`src/common/cache_settings.svh`:
```
`ifndef CACHE_SETTINGS_SVH
`define CACHE_SETTINGS_SVH

// capacity in bytes as a power of 2
`define CACHE_SIZE_BYTES 1024

// words per block as a power of 2
`define BLOCK_WORDS 2

// everything at or above this bypasses the cache
`define NONCACHE_START 32'hF000_0000

`endif
```
`src/common/mem_bus_pkg.sv`:
```
`include "cache_settings.svh"

package mem_bus_pkg;

    typedef logic [31:0] word_t;

    typedef logic [3:0] byte_en_t;       // one bit per byte lane

    // whole memory-bus block with word 0 in the low bits
    typedef word_t [`BLOCK_WORDS-1:0] block_t;

endpackage

```
`src/cache/mem_arbiter.sv`:
```
`timescale 1ns/1ps

module mem_arbiter import mem_bus_pkg::*; (
    input  logic   CLK,
    input  logic   nRST,
    // controller requester
    input  logic   c_req,
    input  logic   c_we,
    input  word_t  c_addr,
    input  block_t c_wdata,
    output logic   c_gnt,
    output logic   c_busy,
    output block_t c_rdata,
    // walker requester that only writes
    input  logic   w_req,
    input  word_t  w_addr,
    input  block_t w_wdata,
    output logic   w_gnt,
    output logic   w_busy,
    // memory bus
    output logic   mem_ren,
    output logic   mem_wen,
    output word_t  mem_addr,
    output block_t mem_wdata,
    input  block_t mem_rdata,
    input  logic   mem_busy
);

    logic locked;       // transfer in flight
    logic owner_w;      // walker holds the lock
    logic pick_w, active;

    always_comb begin
        if (locked) begin
            pick_w = owner_w;
            active = 1'b1;
        end else begin
            pick_w = w_req;              // walker wins a tie
            active = w_req | c_req;
        end
    end

    assign w_gnt  = active & pick_w;
    assign c_gnt  = active & ~pick_w;
    assign w_busy = ~w_gnt | mem_busy;   // ungranted side just waits
    assign c_busy = ~c_gnt | mem_busy;

    assign mem_ren   = c_gnt & c_req & ~c_we;
    assign mem_wen   = (w_gnt & w_req) | (c_gnt & c_req & c_we);
    assign mem_addr  = pick_w ? w_addr : c_addr;
    assign mem_wdata = pick_w ? w_wdata : c_wdata;
    assign c_rdata   = mem_rdata;

    always_ff @(posedge CLK, negedge nRST) begin
        if (!nRST) begin
            locked  <= 1'b0;
            owner_w <= 1'b0;
        end else begin
            locked <= active && mem_busy;   // released when memory finishes
            if (active) begin
                owner_w <= pick_w;
            end
        end
    end

endmodule

```
`config.mk`:
```
export PLATFORM = sky130hd
export DESIGN_NAME = mem_arbiter
export DESIGN_NICKNAME = d
export VERILOG_FILES = /design/src/common/mem_bus_pkg.sv /design/src/cache/mem_arbiter.sv
export VERILOG_INCLUDE_DIRS = /design/src /design/src/common
export SDC_FILE = /design/constraint.sdc
export NUM_CORES = 1
export LEC_CHECK = 0
export ABC_AREA = 1
export BUFFER_PORTS_ARGS = -buffer_cell sky130_fd_sc_hd__buf_2
export CAP_MARGIN = 20
export CORE_AREA = 2 2 167 169
export CTS_CLUSTER_DIAMETER = 80
export DETAILED_ROUTE_END_ITERATION = 7
export DIE_AREA = 0 0 169 171
export SYNTH_ARGS = -nofsm -noshare
export SYNTH_HDL_FRONTEND = slang
export SYNTH_SLANG_ARGS = --single-unit
```
`constraint.sdc`:
```
create_clock -name CLK -period 1 [get_ports CLK]
set_input_delay 0.05 -clock CLK [delete_from_list [all_inputs] [get_ports CLK]]
set_output_delay 0.05 -clock CLK [all_outputs]
set_load 0.05 [all_outputs]
```
==> results.json <==
{
  "reg2reg_depth": 7,
  "relSlewSlack": 0.8553,
  "syn_nets": 658,
  "hold_path_class": "primary input to flop",
  "yosysWarnings": 0,
  "area_growth_pct": 238.0,
  "crit_type": "flop to primary output",
  "die_x_um": 169,
  "min_to": "owner_w",
  "slowest_delay_ns": 0.40,
  "track_usage": 0.07653,
  "status": "finished, violations left",
  "maxSlewViolCount": 0,
  "rsz0062_at_grt": "yes",
  "p_int_uw": 3107,
  "crit_family": "buffers and inverters",
  "numCtsBuffers": 3,
  "setup_viol": 104,
  "worst_pin_slew_ns": 0.2169,
  "initial_core_util": 0.06667,
  "io_pins": 428,
  "cap_violations": 0,
  "drive_gt1_frac": 0.8169,
  "die-area_sq_mm": 0.02890,
  "cp_cell_sequence": "inv_2 -> nand2_2 -> nand2_4 -> buf_12 -> clkbuf_16 -> nand2_2 -> nand2_4 -> buf_8",
  "cts-root-buf": "clkbuf_16",
  "power.leakage_uw": 0.003190,
  "total_power_uw": 6703,
  "wire_per_inst_um": 15.03,
  "grt.overflow.total": 0,
  "hold_depth": 2,
  "vias": 3404,
  "hold_viol": 0,
  "switchingPower_uw": 3596,
  "h-tree-depth": 1,
  "insertion_delay_ns": 0.22,
  "clkTransAtPathRegs_ns": 0.03,
  "place_congestion": 0.7412,
  "via_per_inst": 3.418,
  "post-route-min-period_ns": 1.591,
  "die_y_um": 171,
  "syn_area_sq_mm": 0.001822,
  "worstPathArrival_ns": 1.54,
  "worst_slack_ns": -0.5912,
  "fin_crit_sh": 1.591,
  "antenna_found_initial": 1,
  "crit_buf_inv": 4,
  "power.density_mw_per_mm2": 1089,
  "clkPwrFrac": 0.090,
  "fmax_mhz": 628.5,
  "skew_ns": 0.0003494,
  "antenna_cells": 0,
  "hold_path_startpoint": "c_req",
  "grt_pass1_vias": 3202,
  "worstSetupEndpointType": "primary output",
  "drc_errors": 0,
  "rrSetupSlack_ns": -0.27,
  "timing.rr.start": "locked",
  "postRouteAntennaNets": 0,
  "power_frac_comb": 0.896,
  "cts_tree": "built",
  "dp.final_hpwl_um": 9324,
  "final_nets": 914,
  "rows": 61,
  "violations": "setup timing",
  "slowest_stage": "dfrtp_1",
  "cp.required_ns": 0.95,
  "crit_fanout": 7,
  "ys_seq_area_frac": 0.02747,
  "r2r_end": "owner_w",
  "setup-tns-final_ns": -56.04,
  "syn_area_per_cell_sq_um": 4.600,
  "grt_pass1_wl_um": 16900,
  "placement.io_buffers": 299,
  "cp-start-kind": "flop",
  "netSwitchingFraction": 0.5364,
  "drt-initial-drc-count": 48,
  "peakVddDrop_mv": 1.530,
  "grt_max_degree": 47,
  "yosys.cell_types.count": 13,
  "core-area_sq_mm": 0.02732,
  "routed_wl_um": 14970,
  "dr.pass1.iters": 4,
  "p_seq_frac": 0.014,
  "ys_seq_elements": 2,
  "syn_inst": 396,
  "clockBufferDepth": 2,
  "cts_sinks": 2
}
[power groups by stage]
stage	Clock [uW]	Sequential, uW	Combinational [uW]
floorplan	0	92.0	3770
finish	601	93.3	6010
global placement	0	92.6	4170
global route	616	94.7	6270
detailed placement	0	92.9	4200
CTS	610	92.1	5310
[flip-flops by register name, summed over array words and instances, names as in the netlist]
| register | flops |
|---|---|
| locked | 1 |
| owner_w | 1 |
[placed cells by master (no fill, tap or decap), types with 2 or more instances in the layout]
cell and count:
buf_2 197, nand2_4 123, nand2_1 110, buf_8 90, nand2_2 53, buf_6 13
nand2_8 11, clkbuf_16 11, buf_12 11, buf_4 9, buf_16 6, inv_1 3
inv_2 2, nand3_4 2, dfrtp_1 2
[worst register-to-register path, delay by kind of cell (launching register included)]
kind / cells / cell delay [ns]
compound gates: 1 / 0.05
buf+inv: 4 / 0.52
flops: 1 / 0.40
simple gates: 2 / 0.20
[synthesized netlist by cell type]
cell       n  area, sq um
dfrtp_1    2        50.05
nand4_1    1        6.260
buf_2     17        85.08
buf_4     65        488.0
nand3_1    2        10.01
buf_6      2        22.52
nor2_1     2        7.510
inv_2      1        3.750
nand2_2    2        12.51
nor3_1     1        5.000
inv_1      5        18.77
nand2_1  295         1107
o21ai_0    1        5.000
[metal layers]
layer | routed length, um | share of wire | GRT usage | vias up
met5 | 12 | 0.00080 | 0 | -
met4 | 468 | 0.031 | 0.03084 | 2
met3 | 1191 | 0.080 | 0.01619 | 36
met2 | 7942 | 0.53 | 0.1511 | 209
met1 | 5360 | 0.36 | 0.07783 | 1536
li1 | - | - | - | 1621
[through the flow]
stage | utilization | area [sq um] | hold WS, ns | setup WS [ns] | cells
final | 0.2253 | 6157 | 0.04838 | -0.5912 | 996
after global routing | 0.2253 | 6157 | 0.06192 | -0.6649 | 996
after CTS | 0.1980 | 5411 | 0.04461 | -0.6285 | 984
after detailed placement | 0.1588 | 4339 | -0.1601 | -0.4822 | 970
after global placement | 0.1588 | 4339 | -0.1638 | -0.4474 | 970
after floorplan | - | 2813 | -0.2456 | -0.2351 | 396
[timing repair]
action                                 CTS  global route
cloned                                   5            10
endpoints found under the hold margin    2             0
buffers inserted                         5             2
pin swaps                                1            11
setup endpoints to repair              104           104
hold buffers                             1             0
resized for setup                      249           146
[layout make-up]
type / count / area, sq um
Tap cell: 346 / 432.9
Fill cell: 2964 / 21170
Clock buffer: 3 / 75.07
Sequential cell: 2 / 50.05
Timing Repair Buffer: 335 / 3147
Multi-Input combinational cell: 304 / 2427
Inverter: 6 / 25.02
[kinds of logic after synthesis]
group                  Yosys count  synth area share
flip-flops                       2           0.02747
AO/OA/AOI/OAI                    1          0.002745
AND/OR/NAND/NOR                303            0.6305
buffers and inverters           90            0.3393
[how the worst max path moves through the flow]
stage / start / end / slack, ns / cells after the start
after floorplan: locked / mem_ren / -0.24 / 4
after global placement: locked / mem_addr[26] / -0.45 / 7
after detailed placement: owner_w / mem_wdata[23] / -0.48 / 7
after CTS: owner_w / mem_wdata[3] / -0.63 / 8
after global routing: locked / c_busy / -0.66 / 8
final: locked / mem_wdata[10] / -0.59 / 8
(Power assumes the default switching activity.)
