`src/common/cache_settings.svh`:
```
`ifndef CACHE_SETTINGS_SVH
`define CACHE_SETTINGS_SVH

// capacity in bytes as a power of 2
`define CACHE_SIZE_BYTES 1024

// words per block as a power of 2
`define BLOCK_WORDS 2

// everything at or above this bypasses the cache
`define NONCACHE_START 32'hF000_0000

`endif
```
`src/common/mem_bus_pkg.sv`:
```
`include "cache_settings.svh"

package mem_bus_pkg;

    typedef logic [31:0] word_t;

    typedef logic [3:0] byte_en_t;       // one bit per byte lane

    // whole memory-bus block with word 0 in the low bits
    typedef word_t [`BLOCK_WORDS-1:0] block_t;

endpackage

```
`src/common/cache_types_pkg.sv`:
```
`include "cache_settings.svh"

package cache_types_pkg;
    import mem_bus_pkg::*;

    localparam int N_SETS     = `CACHE_SIZE_BYTES / (`BLOCK_WORDS * 4);
    localparam int SET_BITS   = $clog2(N_SETS);
    localparam int BLOCK_BITS = $clog2(`BLOCK_WORDS);
    localparam int TAG_BITS   = 32 - SET_BITS - BLOCK_BITS - 2;

    typedef logic [SET_BITS-1:0] set_idx_t;

    typedef struct packed {
        logic [TAG_BITS-1:0]   tag;
        logic [SET_BITS-1:0]   idx;
        logic [BLOCK_BITS-1:0] blk;     // word within block
        logic [1:0]            bytes;
    } addr_fields_t;

    // one address read either as a whole word or split for lookup
    typedef union packed {
        word_t        raw;
        addr_fields_t f;
    } cache_addr_t;

    typedef struct packed {
        logic                valid;
        logic                dirty;
        logic [TAG_BITS-1:0] tag;
    } cache_tag_t;

    typedef struct packed {
        cache_tag_t tag;
        block_t     data;
    } cache_frame_t;

    typedef enum logic [1:0] {
        LOOKUP,
        FETCH,
        WRITEBACK
    } ctrl_state_t;

endpackage

```
`src/cache/cache_ctrl.sv`:
```
`timescale 1ns/1ps

`include "cache_settings.svh"

module cache_ctrl import mem_bus_pkg::*, cache_types_pkg::*; (
    input  logic         CLK,
    input  logic         nRST,
    input  logic         ren,
    input  logic         wen,
    input  word_t        addr,
    input  word_t        wdata,
    input  byte_en_t     byte_en,
    output word_t        rdata,
    output logic         busy,
    input  logic         walk_active,
    input  cache_frame_t rframe,
    output set_idx_t     idx,
    output logic         arr_wen,
    output cache_frame_t arr_wval,
    output cache_frame_t arr_mask,
    output logic         mreq,
    output logic         mwe,
    output word_t        maddr,
    output block_t       mwdata,
    input  logic         mgnt,
    input  logic         mbusy,
    input  block_t       mrdata,
    output logic         idle
);

    ctrl_state_t state, next_state;
    cache_addr_t a;             // live processor address
    cache_addr_t req_q;         // address of the access that missed
    cache_addr_t line_addr;     // block-aligned memory address
    logic        access, uncached, hit, victim_dirty, xfer_done;
    word_t       lane_mask, lane_data;

    assign a.raw        = addr;
    assign access       = (ren | wen) & ~walk_active;
    assign uncached     = addr >= `NONCACHE_START;
    assign hit          = rframe.tag.valid && (rframe.tag.tag == a.f.tag);
    assign victim_dirty = rframe.tag.valid && rframe.tag.dirty;
    assign xfer_done    = mgnt && !mbusy;
    assign idle         = (state == LOOKUP) && !(ren | wen);

    always_comb begin
        for (int i = 0; i < 4; i++) begin
            lane_mask[8*i +: 8] = {8{byte_en[i]}};
        end
    end
    assign lane_data = wdata & lane_mask;   // disabled lanes zeroed

    always_ff @(posedge CLK, negedge nRST) begin
        if (!nRST) begin
            state <= LOOKUP;
        end else begin
            state <= next_state;
        end
    end

    // holds the miss address once the FSM leaves LOOKUP
    always_ff @(posedge CLK) begin
        if (state == LOOKUP) begin
            req_q <= a;
        end
    end

    always_comb begin
        next_state = state;
        busy       = 1'b1;
        rdata      = '0;
        arr_wen    = 1'b0;
        arr_wval   = '0;
        arr_mask   = '1;
        mreq       = 1'b0;
        mwe        = 1'b0;
        maddr      = '0;
        mwdata     = '0;
        idx        = (state == LOOKUP) ? a.f.idx : req_q.f.idx;

        line_addr.f.tag   = req_q.f.tag;
        line_addr.f.idx   = req_q.f.idx;
        line_addr.f.blk   = '0;
        line_addr.f.bytes = '0;

        case (state)
            LOOKUP: begin
                if (access && uncached) begin
                    mreq              = 1'b1;
                    mwe               = wen;
                    maddr             = a.raw;
                    mwdata[a.f.blk]   = lane_data;
                    busy              = mbusy;
                    rdata             = mrdata[a.f.blk];
                end else if (access && hit) begin
                    busy  = 1'b0;
                    rdata = rframe.data[a.f.blk];
                    if (wen) begin
                        arr_wen                = 1'b1;
                        arr_wval.data[a.f.blk] = lane_data;
                        arr_mask.data[a.f.blk] = ~lane_mask;
                        arr_wval.tag.dirty     = 1'b1;
                        arr_mask.tag.dirty     = 1'b0;
                    end
                end else if (access) begin
                    next_state = victim_dirty ? WRITEBACK : FETCH;
                end
            end
            WRITEBACK: begin
                line_addr.f.tag = rframe.tag.tag;   // victim's own block
                mreq            = 1'b1;
                mwe             = 1'b1;
                maddr           = line_addr.raw;
                mwdata          = rframe.data;
                if (xfer_done) begin
                    arr_wen            = 1'b1;
                    arr_wval.tag.dirty = 1'b0;
                    arr_mask.tag.dirty = 1'b0;
                    next_state         = FETCH;
                end
            end
            FETCH: begin
                mreq  = 1'b1;
                maddr = line_addr.raw;
                if (xfer_done) begin
                    arr_wen            = 1'b1;
                    arr_mask           = '0;    // whole frame replaced
                    arr_wval.tag.valid = 1'b1;
                    arr_wval.tag.tag   = req_q.f.tag;
                    arr_wval.data      = mrdata;
                    next_state         = LOOKUP;  // completes there as a hit
                end
            end
            default: next_state = LOOKUP;
        endcase
    end

endmodule

```
`config.mk`:
```
export PLATFORM = sky130hd
export DESIGN_NAME = cache_ctrl
export DESIGN_NICKNAME = d
export VERILOG_FILES = /design/src/common/mem_bus_pkg.sv /design/src/common/cache_types_pkg.sv /design/src/cache/cache_ctrl.sv
export VERILOG_INCLUDE_DIRS = /design/src /design/src/common
export SDC_FILE = /design/constraint.sdc
export NUM_CORES = 1
export LEC_CHECK = 0
export BUFFER_PORTS_ARGS = -buffer_cell sky130_fd_sc_hd__buf_2
export CAP_MARGIN = 10
export CORE_AREA = 10 10 205 207
export CTS_BUF_LIST = sky130_fd_sc_hd__clkbuf_16
export CTS_CLUSTER_DIAMETER = 150
export DETAILED_ROUTE_END_ITERATION = 8
export DIE_AREA = 0 0 215 217
export GPL_ROUTABILITY_DRIVEN = 0
export SLEW_MARGIN = 0
export SYNTH_ARGS = -nofsm -noshare
export SYNTH_HDL_FRONTEND = slang
export SYNTH_SLANG_ARGS = --single-unit
```
`constraint.sdc`:
```
create_clock -name CLK -period 3.9 [get_ports CLK]
set_clock_uncertainty 0.1 [all_clocks]
set_input_delay 0.195 -clock CLK [delete_from_list [all_inputs] [get_ports CLK]]
set_output_delay 0.195 -clock CLK [all_outputs]
set_load 0.01 [all_outputs]
```
==> flow_metrics.py <==
metrics = {
    "outcome": {
        "status": "completed",
    },
    "synthesis": {
        "syn_inst": 730,
        "synthAdderAreaFrac_pct": 0.911,
        "async_flop_share_pct": 6.45,
        "synth_top_area_share_pct": 15.9,
        "ys_seq_elements": 31,
        "yosys.area_share.simple_pct": 21.4,
        "synth_mux_area_share_pct": 13.5,
        "synth_top_family_by_area": "compound AO/OA/AOI/OAI gates",
        "synth_top_area_cell": "edfxtp_1",
        "synth_top_flop_cell": "edfxtp_1",
        "synth_seq_area_share_pct": 16.8,
        "ys_top_cells_by_area": "edfxtp_1 (16%), mux2i_1 (12%), buf_4 (11%)",
        "syn_nets": 961,
        "avgSynthCellArea_um2": 7.53,
        "synth-compound-area-share_pct": 27.8,
        "yosysUniqueCellTypes": 43,
        "yosysWarnings": 0,
        "synth_edf_count": 29,
        "syn_area_um2": 5490,
        "yosys.area_share.xor_xnor_pct": 3.51,
    },
    "power": {
        "p_leak_nw": 4.21,
        "power_density_nw_per_um2": 368,
        "ir_drop_v": 0.000184,
    },
    "critical_path": {
        "crit_path_top_delay_cell": "and2_2",
        "setup.worst_path.end_class": "output port",
        "crit_buf_inv": 3,
        "startpoint": "state[1]",
        "cp_top_family": "simple AND/OR/NAND/NOR gates",
        "arrival_ns": 3.20,
        "worstSetupPathDepth": 8,
        "cp.required_ns": 3.61,
        "cpMostUsedCell": "inv_1",
        "crit_path_max_fanout": 24,
        "slowest_delay_ns": 0.49,
        "timing.rr.start": "state[1]",
        "cp_cell_sequence": "inv_1, ha_1, and2_2, inv_1, o21ai_0, nand4_2, o21a_1, buf_2",
        "startpoint_type": "flop",
        "r2r_cells": 7,
        "crit_type": "flop to output port",
    },
    "floorplanning": {
        "core_area_um2": 38100,
        "start_util_pct": 14.4,
        "die_x_um": 215,
        "io_pins": 543,
        "num_rows": 72,
        "fp.dieH_um": 217,
        "die-area_um2": 46700,
    },
    "layout": {
        "final_cell_area_um2": 8310,
        "final_common_cell": "buf_2",
        "area_growth_pct": 51.2,
        "drive_above_1_share_pct": 51.8,
        "mostFrequentLayoutCells": "buf_2 (541), nand2_1 (135), mux2i_1 (66), a22o_1 (65), o21ai_0 (64)",
        "final_cell_count_no_fill": 1674,
        "final_nets": 1384,
        "fillers": 4333,
        "final_util_pct": 21.8,
    },
    "placement": {
        "port_buffers": 542,
        "place_area_um2": 8140,
        "dp_hpwl_um": 29100,
        "place_inst": 1662,
        "pre_cts_ws_ns": 0.667,
    },
    "clocking": {
        "cts_made_buffers": 5,
        "cts_setup_buffers": 0,
        "cts-root-buf": "clkbuf_16",
        "path_clk_slew_ns": 0.06,
        "insertion_delay_ns": 0.28,
        "cts_tree": "built",
        "htree_levels": 2,
        "cts_sinks": 31,
        "cts.path.max_buffers": 2,
    },
    "hold_path": {
        "hp-start": "addr[8]",
        "hp-class": "primary input to flop",
        "hold_depth": 1,
    },
    "global_routing": {
        "grt_use_total_pct": 13.7,
        "antenna_found_initial": 2,
        "gr-total-overflow": 0,
        "grt_max_degree": 66,
        "grt-busiest-layer": "met2",
        "grtUsageMet1_pct": 15.6,
        "grt_pass1_vias": 7905,
        "grt_pass1_wl_um": 50400,
        "met2_usage_pct": 24.6,
        "use_met3_pct": 3.61,
    },
    "detailed_routing": {
        "wirelength_um": 35700,
        "drc": 0,
        "drtIter0Drc": 825,
        "vias": 7751,
        "antenna_left": 0,
        "firstDrtPassIters": 6,
        "post_drt_wl_per_cell_um": 21.3,
        "vias_per_cell": 4.63,
    },
    "timing": {
        "period_share_pct": 89.5,
        "setup_violations": 0,
        "slew_viol_final": 0,
        "fin_crit_ns": 3.49,
        "setup_ws_ns": 0.409,
        "rsz0062_at_grt": "false",
        "max_freq_mhz": 286,
        "worst_slew_pin_slew_ns": 0.867,
        "maxSlewHeadroom_pct": 42.1,
        "tns_ns": 0,
        "hold_violations": 0,
    },
    "job": {
        "maxCapViolations": 0,
    },
}
## cells in the mapped netlist, types with 2 or more instances
cell type	instances
buf_1	12
buf_4	80
nor2b_1	5
o22ai_2	5
clkbuf_1	37
a22o_1	65
a22oi_1	4
nor2_1	30
dfrtp_1	2
o21a_1	8
o22ai_1	27
mux2_2	7
edfxtp_1	29
mux2i_1	66
nand2_1	136
nand4_2	2
a222oi_1	18
nor4_1	2
and3_1	26
inv_1	5
xnor2_1	22
nand3_1	6
nor2_4	8
ha_1	4
o21ai_0	64
and2_1	8
a21oi_1	6
nor3b_1	3
a32oi_1	7
buf_6	2
buf_2	12
nand4_1	8
nand2b_1	4
## per-layer routing
layer | up-vias | share of wire (%)
met3 | 56 | 9.3
met1 | 3698 | 38
met2 | 535 | 50
li1 | 3462 | -
met5 | - | 0
met4 | 0 | 2.5
## report_power, final
| group | switching [mW] | total, mW | internal [mW] |
|---|---|---|---|
| sequential | 0.0700 | 0.609 | 0.539 |
| clock | 0.160 | 0.396 | 0.235 |
| combinational | 1.26 | 2.05 | 0.791 |
| total | 1.49 | 3.06 | 1.56 |
## cells by family after synthesis
logic type               Yosys count
XOR/XNOR                          22
flip-flops                        31
AO/OA/AOI/OAI                    210
buffers and inverters            148
adder cells (fa/ha/maj)            4
AND/OR/NAND/NOR                  242
multiplexers                      73
## sequential cells by signal, summed over array words and instances (netlist names)
| name | cells |
|---|---|
| state | 2 |
| req_q | 29 |
## through the flow
step	hold WS (ns)	total power [mW]
floorplan	-0.201	1.84
global placement	-0.115	2.65
detailed placement	-0.109	2.67
CTS	0.00149	3.07
global route	0.00841	3.25
finish	0.00797	3.06
## what timing repair did
item                      in CTS  in global routing
resized for setup              0                  0
hold endpoints to repair       2                  1
hold buffers                   1                  1
## path summary, 6_finish.rpt
path / endpoint / slack (ns)
min in group asynchronous: state[0] / 0.18
max reg2reg: state[1] / 1.53
min: req_q[8] / 0.008
max: arr_mask[44] / 0.41
min reg2reg: state[1] / 0.57
max in group asynchronous: state[1] / 3.42
## area by class of cell
type | count | area, µm² | area share (%)
Antenna cell | 2 | 5.00 | 0.0602
Sequential cell | 31 | 921 | 11.1
Clock buffer | 5 | 125 | 1.51
Tap cell | 518 | 648 | 7.80
Multi-Input combinational cell | 551 | 3720 | 44.8
Clock inverter | 3 | 20.0 | 0.241
Timing Repair Buffer | 559 | 2850 | 34.3
Inverter | 5 | 18.8 | 0.226
No activity file was read; power rests on OpenSTA's default activity.
