<file path="src/common/cache_settings.svh">
`ifndef CACHE_SETTINGS_SVH
`define CACHE_SETTINGS_SVH

// capacity in bytes as a power of 2
`define CACHE_SIZE_BYTES 1024

// words per block as a power of 2
`define BLOCK_WORDS 2

// everything at or above this bypasses the cache
`define NONCACHE_START 32'hF000_0000

`endif
</file>
<file path="src/common/mem_bus_pkg.sv">
`include "cache_settings.svh"

package mem_bus_pkg;

    typedef logic [31:0] word_t;

    typedef logic [3:0] byte_en_t;       // one bit per byte lane

    // whole memory-bus block with word 0 in the low bits
    typedef word_t [`BLOCK_WORDS-1:0] block_t;

endpackage

</file>
<file path="src/common/cache_types_pkg.sv">
`include "cache_settings.svh"

package cache_types_pkg;
    import mem_bus_pkg::*;

    localparam int N_SETS     = `CACHE_SIZE_BYTES / (`BLOCK_WORDS * 4);
    localparam int SET_BITS   = $clog2(N_SETS);
    localparam int BLOCK_BITS = $clog2(`BLOCK_WORDS);
    localparam int TAG_BITS   = 32 - SET_BITS - BLOCK_BITS - 2;

    typedef logic [SET_BITS-1:0] set_idx_t;

    typedef struct packed {
        logic [TAG_BITS-1:0]   tag;
        logic [SET_BITS-1:0]   idx;
        logic [BLOCK_BITS-1:0] blk;     // word within block
        logic [1:0]            bytes;
    } addr_fields_t;

    // one address read either as a whole word or split for lookup
    typedef union packed {
        word_t        raw;
        addr_fields_t f;
    } cache_addr_t;

    typedef struct packed {
        logic                valid;
        logic                dirty;
        logic [TAG_BITS-1:0] tag;
    } cache_tag_t;

    typedef struct packed {
        cache_tag_t tag;
        block_t     data;
    } cache_frame_t;

    typedef enum logic [1:0] {
        LOOKUP,
        FETCH,
        WRITEBACK
    } ctrl_state_t;

endpackage

</file>
<file path="src/cache/flush_walker.sv">
`timescale 1ns/1ps

module flush_walker import mem_bus_pkg::*, cache_types_pkg::*; (
    input  logic         CLK,
    input  logic         nRST,
    input  logic         flush,
    input  logic         ctrl_idle,
    input  cache_frame_t rframe,
    output logic         walk_active,
    output set_idx_t     idx,
    output logic         arr_wen,
    output cache_frame_t arr_wval,
    output cache_frame_t arr_mask,
    output logic         mreq,
    output word_t        maddr,
    output block_t       mwdata,
    input  logic         mgnt,
    input  logic         mbusy,
    output logic         flush_done
);

    logic        pending;        // flush seen, walk not yet started
    set_idx_t    set_cnt;
    logic        needs_wb, step;
    cache_addr_t wb_addr;

    assign needs_wb = rframe.tag.valid && rframe.tag.dirty;
    assign step     = walk_active && (!needs_wb || (mgnt && !mbusy));

    always_comb begin
        wb_addr.f.tag   = rframe.tag.tag;
        wb_addr.f.idx   = set_cnt;
        wb_addr.f.blk   = '0;
        wb_addr.f.bytes = '0;
    end

    assign mreq     = walk_active && needs_wb;
    assign maddr    = wb_addr.raw;
    assign mwdata   = rframe.data;
    assign idx      = set_cnt;
    assign arr_wen  = step;      // clear once the frame is safe in memory
    assign arr_wval = '0;
    assign arr_mask = '0;

    always_ff @(posedge CLK, negedge nRST) begin
        if (!nRST) begin
            pending     <= 1'b0;
            walk_active <= 1'b0;
            set_cnt     <= '0;
            flush_done  <= 1'b0;
        end else begin
            flush_done <= 1'b0;
            if (flush) begin
                pending <= 1'b1;
            end
            if (!walk_active) begin
                if (pending && ctrl_idle) begin
                    pending     <= 1'b0;
                    walk_active <= 1'b1;
                    set_cnt     <= '0;
                end
            end else if (step) begin
                set_cnt <= set_cnt + 1'b1;
                if (set_cnt == set_idx_t'(N_SETS - 1)) begin
                    walk_active <= 1'b0;
                    flush_done  <= 1'b1;   // single cycle
                end
            end
        end
    end

endmodule

</file>
<file path="config.mk">
export PLATFORM = sky130hd
export DESIGN_NAME = flush_walker
export DESIGN_NICKNAME = d
export VERILOG_FILES = /design/src/common/mem_bus_pkg.sv /design/src/common/cache_types_pkg.sv /design/src/cache/flush_walker.sv
export VERILOG_INCLUDE_DIRS = /design/src /design/src/common
export SDC_FILE = /design/constraint.sdc
export NUM_CORES = 1
export LEC_CHECK = 0
export ABC_AREA = 1
export BUFFER_PORTS_ARGS = -buffer_cell sky130_fd_sc_hd__buf_4
export CAP_MARGIN = 40
export CORE_AREA = 2 2 146 148
export CTS_BUF_LIST = sky130_fd_sc_hd__clkbuf_4
export CTS_CLUSTER_DIAMETER = 80
export DETAILED_ROUTE_END_ITERATION = 6
export DIE_AREA = 0 0 148 150
export GPL_ROUTABILITY_DRIVEN = 0
export PLACE_DENSITY_LB_ADDON = 0.12
export SETUP_SLACK_MARGIN = 0.1
export SLEW_MARGIN = 0
export SYNTH_ARGS = -nofsm -noshare
export SYNTH_HDL_FRONTEND = slang
export SYNTH_SLANG_ARGS = --single-unit
</file>
<file path="constraint.sdc">
create_clock -name CLK -period 1.4 [get_ports CLK]
set_input_delay 0.14 -clock CLK [delete_from_list [all_inputs] [get_ports CLK]]
set_output_delay 0.14 -clock CLK [all_outputs]
set_load 0.02 [all_outputs]
</file>
==> impl_metrics.yaml, run 1 <==
floorplanning:
  rows: 53
  start_util_pct: 12.5
  die_height_um: 150
  coreArea_sq_um: 20700
  chipWidth_um: 148
  die-area_sq_um: 22200
  ioPinCount: 377
layout:
  multiInputGateArea_sq_um: 946
  diodes: 0
  fillCellCount: 2456
  area_growth_pct: -29.7
  regArea_sq_um: 251
  nNetsFinal: 375
  drive_gt1_share_pct: 16.1
critical_path:
  critical-path-slowest-cell: "dfrtp_2"
  endpoint: "arr_wen"
  regToRegStartpoint: "idx[2]"
  slowest_delay_ns: 0.45
  start_kind: "flip-flop"
  critical_path.cell_chain: "nand2_4, inv_2, buf_4"
  crit_path_end_kind: "primary output"
  crit_path_start: "walk_active"
  reg2reg_to: "walk_active"
  cp.arrival_ns: 1.09
  critPathKind: "flip-flop to primary output"
  cp_max_fo: 9
  critPathRequiredTime_ns: 1.26
  rr_worst_depth: 5
  r2r_setup_slack_ns: 0.24
sta:
  finClkSkew_ns: 0.00825
  max_freq_ghz: 0.811
  final.period_utilization_pct: 88.1
  hold_viol_final: 0
  setup_violations: 0
  grt_setup_unrepaired: "no"
  timing.setup.tns_ns: 0
  fin_crit_ns: 1.23
  hold-worst-slack_ns: 0.0824
  drv_slew: 0
yosys:
  yosys_most_used_dff: "dfrtp_1"
  netlist_area_sq_um: 2590
  synthTopCellsByCount: "272 x buf_4, 18 x nand2_1, 10 x dfrtp_1"
  synth_seq_area_share_pct: 9.64
  yosys_warnings: 0
  netlist_instances: 339
  synthArstFlopShare_pct: 100
  yosysUniqueCellTypes: 21
  avgSynthCellArea_sq_um: 7.65
  synth-edff-count: 0
  synth_top_cell_by_area: "buf_4"
  synth_top_cell_area_share_pct: 78.7
  synth_seq_cells: 10
  synth_area_leaders: "buf_4 79%, dfrtp_1 9.6%, nand2_1 2.6%, nand3_1 1.5%, inv_1 0.87%"
  yosysMostFrequentCell: "buf_4"
global_route:
  grt_usage_pct: 2.60
  grt_pass1_wl_um: 4400
  grt-ovfl-total: 0
  antenna_found_initial: 0
  grt_max_degree: 11
  grt_pass1_vias: 777
routing:
  via_per_inst: 2.02
  via_count: 1120
  first_pass_iters: 4
  wl_per_cell_um: 6.65
  wl_um: 3690
  ant_nets: 0
  drtIter0Drc: 8
  post-route-drc-count: 0
clocking:
  htree_levels: 1
  cts_buffer_depth: 2
  cts_tree: "built"
  worstSkewPairLatency_ns: 0.27
  path_clk_slew_ns: 0.08
  numClockSinks: 10
  numCtsBuffers: 3
  clockRootBuffer: "clkbuf_4"
power:
  p_switching_mw: 1.22
  clock_power_share_pct: 10.5
  pwr-share-seq_pct: 23.6
  power_density_nw_per_um2: 1140
  vdd_drop_max_uv: 201
  combPwrFrac_pct: 65.9
  p_leak_nw: 1.02
  p_sw_share_pct: 58.5
  p_int_mw: 0.863
placed_design:
  io_buffers: 25
  dpl.hpwl_um: 3190
min_path:
  hp-class: "input port to flip-flop"
run:
  max-cap-violations: 0
run_status:
  status: "finished, final reports clean"
[sequential cells by signal (all words and copies together) (netlist names)]
name,flops
idx,7
walk_active,1
flush_done,1
pending,1
[power groups by stage]
stage          combinational (mW)  clock [mW]  sequential [mW]
2_1_floorplan                1.63           0            0.603
3_3_place_gp                 1.40           0            0.503
3_5_place_dp                 1.37           0            0.501
4_1_cts                      1.38       0.236            0.496
5_1_grt                      1.49       0.248            0.508
6_report                     1.37       0.217            0.491
[cell type report]
cell class / instances / area share, %
clock inverters: 1 / 0.206
multi-input cells: 227 / 51.8
clock buffers: 3 / 1.23
repair buffers: 30 / 12.5
flip-flops and latches: 10 / 13.8
inverters: 8 / 1.64
well taps: 275 / 18.8
[layer usage]
layer / vias to the layer above / GRT usage (%) / part of all wire (%)
met2: 149 / 3.80 / 46
li1: 467 / - / -
met3: 24 / 1.31 / 18
met5: - / 0 / 0
met4: 0 / 2.62 / 5.2
met1: 480 / 2.64 / 31
[worst min-delay path by stage]
stage          cells past startpoint  slack [ns]          to  start
5_1_grt                            2        0.08     pending  flush
3_5_place_dp                       1       -0.01  flush_done   nRST
3_3_place_gp                       1      -0.009  flush_done   nRST
6_report                           2        0.08     pending  flush
2_1_floorplan                      0       -0.16  flush_done   nRST
4_1_cts                            2        0.07     pending  flush
[cells in the final DEF (no fill, tap or decap), types with 3 or more instances in the layout]
cell / n
nor2_1: 4
nand3_1: 8
nand2_1: 18
buf_4: 29
dfrtp_1: 9
inv_2: 3
clkbuf_4: 3
conb_1: 179
inv_1: 5
nand4_1: 3
[cell families after synthesis]
family / Yosys count / share of synthesized area (%)
buf+inv: 280 / 79.8
xor+xnor: 1 / 0.338
fa+ha+maj: 1 / 0.482
simple gates: 41 / 8.34
flops: 10 / 9.64
other cells: 1 / 0.145
compound gates: 5 / 1.21
[worst max-delay path, delay by kind of cell (launching register included)]
family | cells | cell delay, ns
flops | 1 | 0.45
buf+inv | 2 | 0.23
simple gates | 1 | 0.15
[stage by stage]
stage | setup WS [ns] | instance area (sq um) | cells | util, % | power (mW)
final | 0.167 | 1830 | 554 | 8.82 | 2.08
after global routing | 0.113 | 1830 | 554 | 8.82 | 2.25
after CTS | 0.101 | 1820 | 553 | 8.79 | 2.11
after detailed placement | 0.227 | 1780 | 548 | 8.58 | 1.87
after global placement | 0.180 | 1780 | 548 | 8.58 | 1.91
after floorplan | 0.103 | 3260 | 517 | - | 2.23
[what timing repair did]
item	in CTS	in global routing
hold buffers	1	0
hold endpoints to repair	10	0
setup endpoints to repair	2	3
buffers inserted	0	1
gates resized for setup	2	1
Power figures use the tool's default switching activity.
==> run 2: changes to the inputs <==
--- a/config.mk
+++ b/config.mk
@@ -9,11 +9,11 @@
 export ABC_AREA = 1
 export BUFFER_PORTS_ARGS = -buffer_cell sky130_fd_sc_hd__buf_4
 export CAP_MARGIN = 40
-export CORE_AREA = 2 2 146 148
+export CORE_AREA = 2 2 145 147
 export CTS_BUF_LIST = sky130_fd_sc_hd__clkbuf_4
 export CTS_CLUSTER_DIAMETER = 80
 export DETAILED_ROUTE_END_ITERATION = 6
-export DIE_AREA = 0 0 148 150
+export DIE_AREA = 0 0 147 149
 export GPL_ROUTABILITY_DRIVEN = 0
 export PLACE_DENSITY_LB_ADDON = 0.12
 export SETUP_SLACK_MARGIN = 0.1
==> constraint.sdc (replaced) <==
create_clock -name CLK -period 1.1 [get_ports CLK]
set_input_delay 0.11 -clock CLK [delete_from_list [all_inputs] [get_ports CLK]]
set_output_delay 0.11 -clock CLK [all_outputs]
set_load 0.02 [all_outputs]
==> run 2 against run 1 <==
Net effect: the flow now finishes with violations (negative setup slack); wire length rose by 6.4%; via count is 7.1% higher; non-clock buffer count increased by 16; sequential cell count unchanged; clock power grew 32%.
==> impl_metrics.yaml, run 2 (same netlist as run 1, synthesis figures left out) <==
run_status:
  status: "finished with violations"
  violations: "negative setup slack"
global_route:
  grt_util_met2_pct: 3.87
  grtUsageMet1_pct: 3.30
  grt_pass1_vias: 883
  grt_usage_pct: 2.94
  antenna_found_initial: 0
  grt_pass1_wl_um: 4920
  grt-busiest-layer: "met2"
  grt_max_degree: 11
  met3_usage_pct: 1.44
  grt-ovfl-total: 0
run:
  max-cap-violations: 0
placed_design:
  io_buffers: 25
  post-place-ws_ns: -0.0648
  dpl.cell_count: 553
  dpl.hpwl_um: 3300
floorplanning:
  die-area_sq_um: 21900
  chipWidth_um: 147
  start_util_pct: 12.6
  coreArea_sq_um: 20600
  die_height_um: 149
  rows: 53
  ioPinCount: 377
critical_path:
  critical-path-slowest-cell: "dfrtp_2"
  cp.arrival_ns: 1.04
  regToRegStartpoint: "walk_active"
  worst-path-buf-inv: 2
  start_kind: "flip-flop"
  cp_max_fo: 4
  critical_path.cell_chain: "inv_4, nor2_4, buf_6"
  worst-path-stages: 3
  critPathKind: "flip-flop to primary output"
  crit_path_start: "walk_active"
  crit_family: "flip-flops"
  crit_path_end_kind: "primary output"
  critPathRequiredTime_ns: 0.99
  slowest_delay_ns: 0.49
  rr_worst_depth: 4
layout:
  largest_reg_flops: 7
  drive_gt1_share_pct: 23.7
  fin_util_pct: 10.2
  diodes: 0
  area_growth_pct: -19.0
  final_cells: 570
  layout_common_cells: "179 x conb_1, 25 x buf_6, 20 x buf_4, 17 x nand2_1, 8 x nand3_1"
  fillCellCount: 2430
  nNetsFinal: 391
  final_common_cell: "conb_1"
clocking:
  numCtsBuffers: 3
  cts_tree: "built"
  path_clk_slew_ns: 0.08
  cts_buffer_depth: 2
  clockRootBuffer: "clkbuf_4"
  htree_levels: 1
  numClockSinks: 10
  worstSkewPairLatency_ns: 0.27
sta:
  fin_crit_ns: 1.15
  drv_slew: 0
  grt_setup_unrepaired: "yes"
  final.period_utilization_pct: 104
  finClkSkew_ns: 0.00735
  max_freq_ghz: 0.873
  hold_viol_final: 0
  setup_violations: 12
  setup_ws_ns: -0.0454
  timing.setup.tns_ns: -0.185
routing:
  wl_um: 3920
  post-route-drc-count: 0
  ant_nets: 0
  wl_per_cell_um: 6.88
  via_count: 1199
  drtIter0Drc: 13
  first_pass_iters: 4
  via_per_inst: 2.10
power:
  p_int_mw: 1.55
  power_mw: 3.24
  combPwrFrac_pct: 71.0
  pwr-share-seq_pct: 20.1
  clock_power_share_pct: 8.8
  p_leak_nw: 1.12
  p_switching_mw: 1.69
  p_sw_share_pct: 52.1
  vdd_drop_max_uv: 711
  power_density_nw_per_um2: 1540
min_path:
  hp-start: "flush"
  hp-class: "input port to flip-flop"
  holdPathStages: 2
-- run 2: path summary, 6_finish.rpt --
check,endpoint,slack [ns]
max,mreq,-0.05
min,pending,0.04
max reg2reg,pending,-0.03
min reg2reg,pending,0.55
max in group asynchronous,walk_active,0.73
min in group asynchronous,idx[0],0.20
-- run 2: timing repair --
action	CTS	global route
setup buffers	11	1
gates resized for setup	30	5
hold buffers	1	0
pin swaps	6	1
hold endpoints to repair	10	0
endpoints found under the setup margin	27	27
-- run 2: metrics by stage --
stage               instance area [sq um]  hold slack [ns]
finish                               2100           0.0440
global route                         2100           0.0461
CTS                                  2080           0.0412
detailed placement                   1840          -0.0391
global placement                     1840          -0.0390
floorplan                            3290           -0.186
-- run 2: cell type report --
type	count	area [sq um]	area share (%)
sequential	10	259	12.3
timing repair buffer	46	442	21.0
clock buffer	3	22.5	1.07
tap	275	344	16.4
multi-input combinational	227	990	47.1
clock inverter	1	3.75	0.179
inverter	8	40.0	1.91
-- run 2: power by group through the flow --
| stage | sequential (mW) | combinational [mW] | clock, mW |
|---|---|---|---|
| final | 0.652 | 2.30 | 0.286 |
| after floorplan | 0.806 | 2.10 | 0 |
| after CTS | 0.659 | 2.28 | 0.297 |
| after global placement | 0.655 | 1.89 | 0 |
| after detailed placement | 0.657 | 1.87 | 0 |
| after global routing | 0.681 | 2.49 | 0.319 |
-- run 2: per-layer routing --
| metal | vias to the layer above | wire (um) |
|---|---|---|
| met5 | - | 0 |
| met4 | 0 | 247 |
| met3 | 26 | 741 |
| met2 | 161 | 1660 |
| met1 | 519 | 1270 |
| li1 | 493 | - |
-- run 2: worst reg2reg max path, stage by stage (launching register included) --
cell,delay (ns)
dfrtp_2,0.49
inv_4,0.12
nand3_4,0.15
buf_4,0.18
o21a_1,0.09
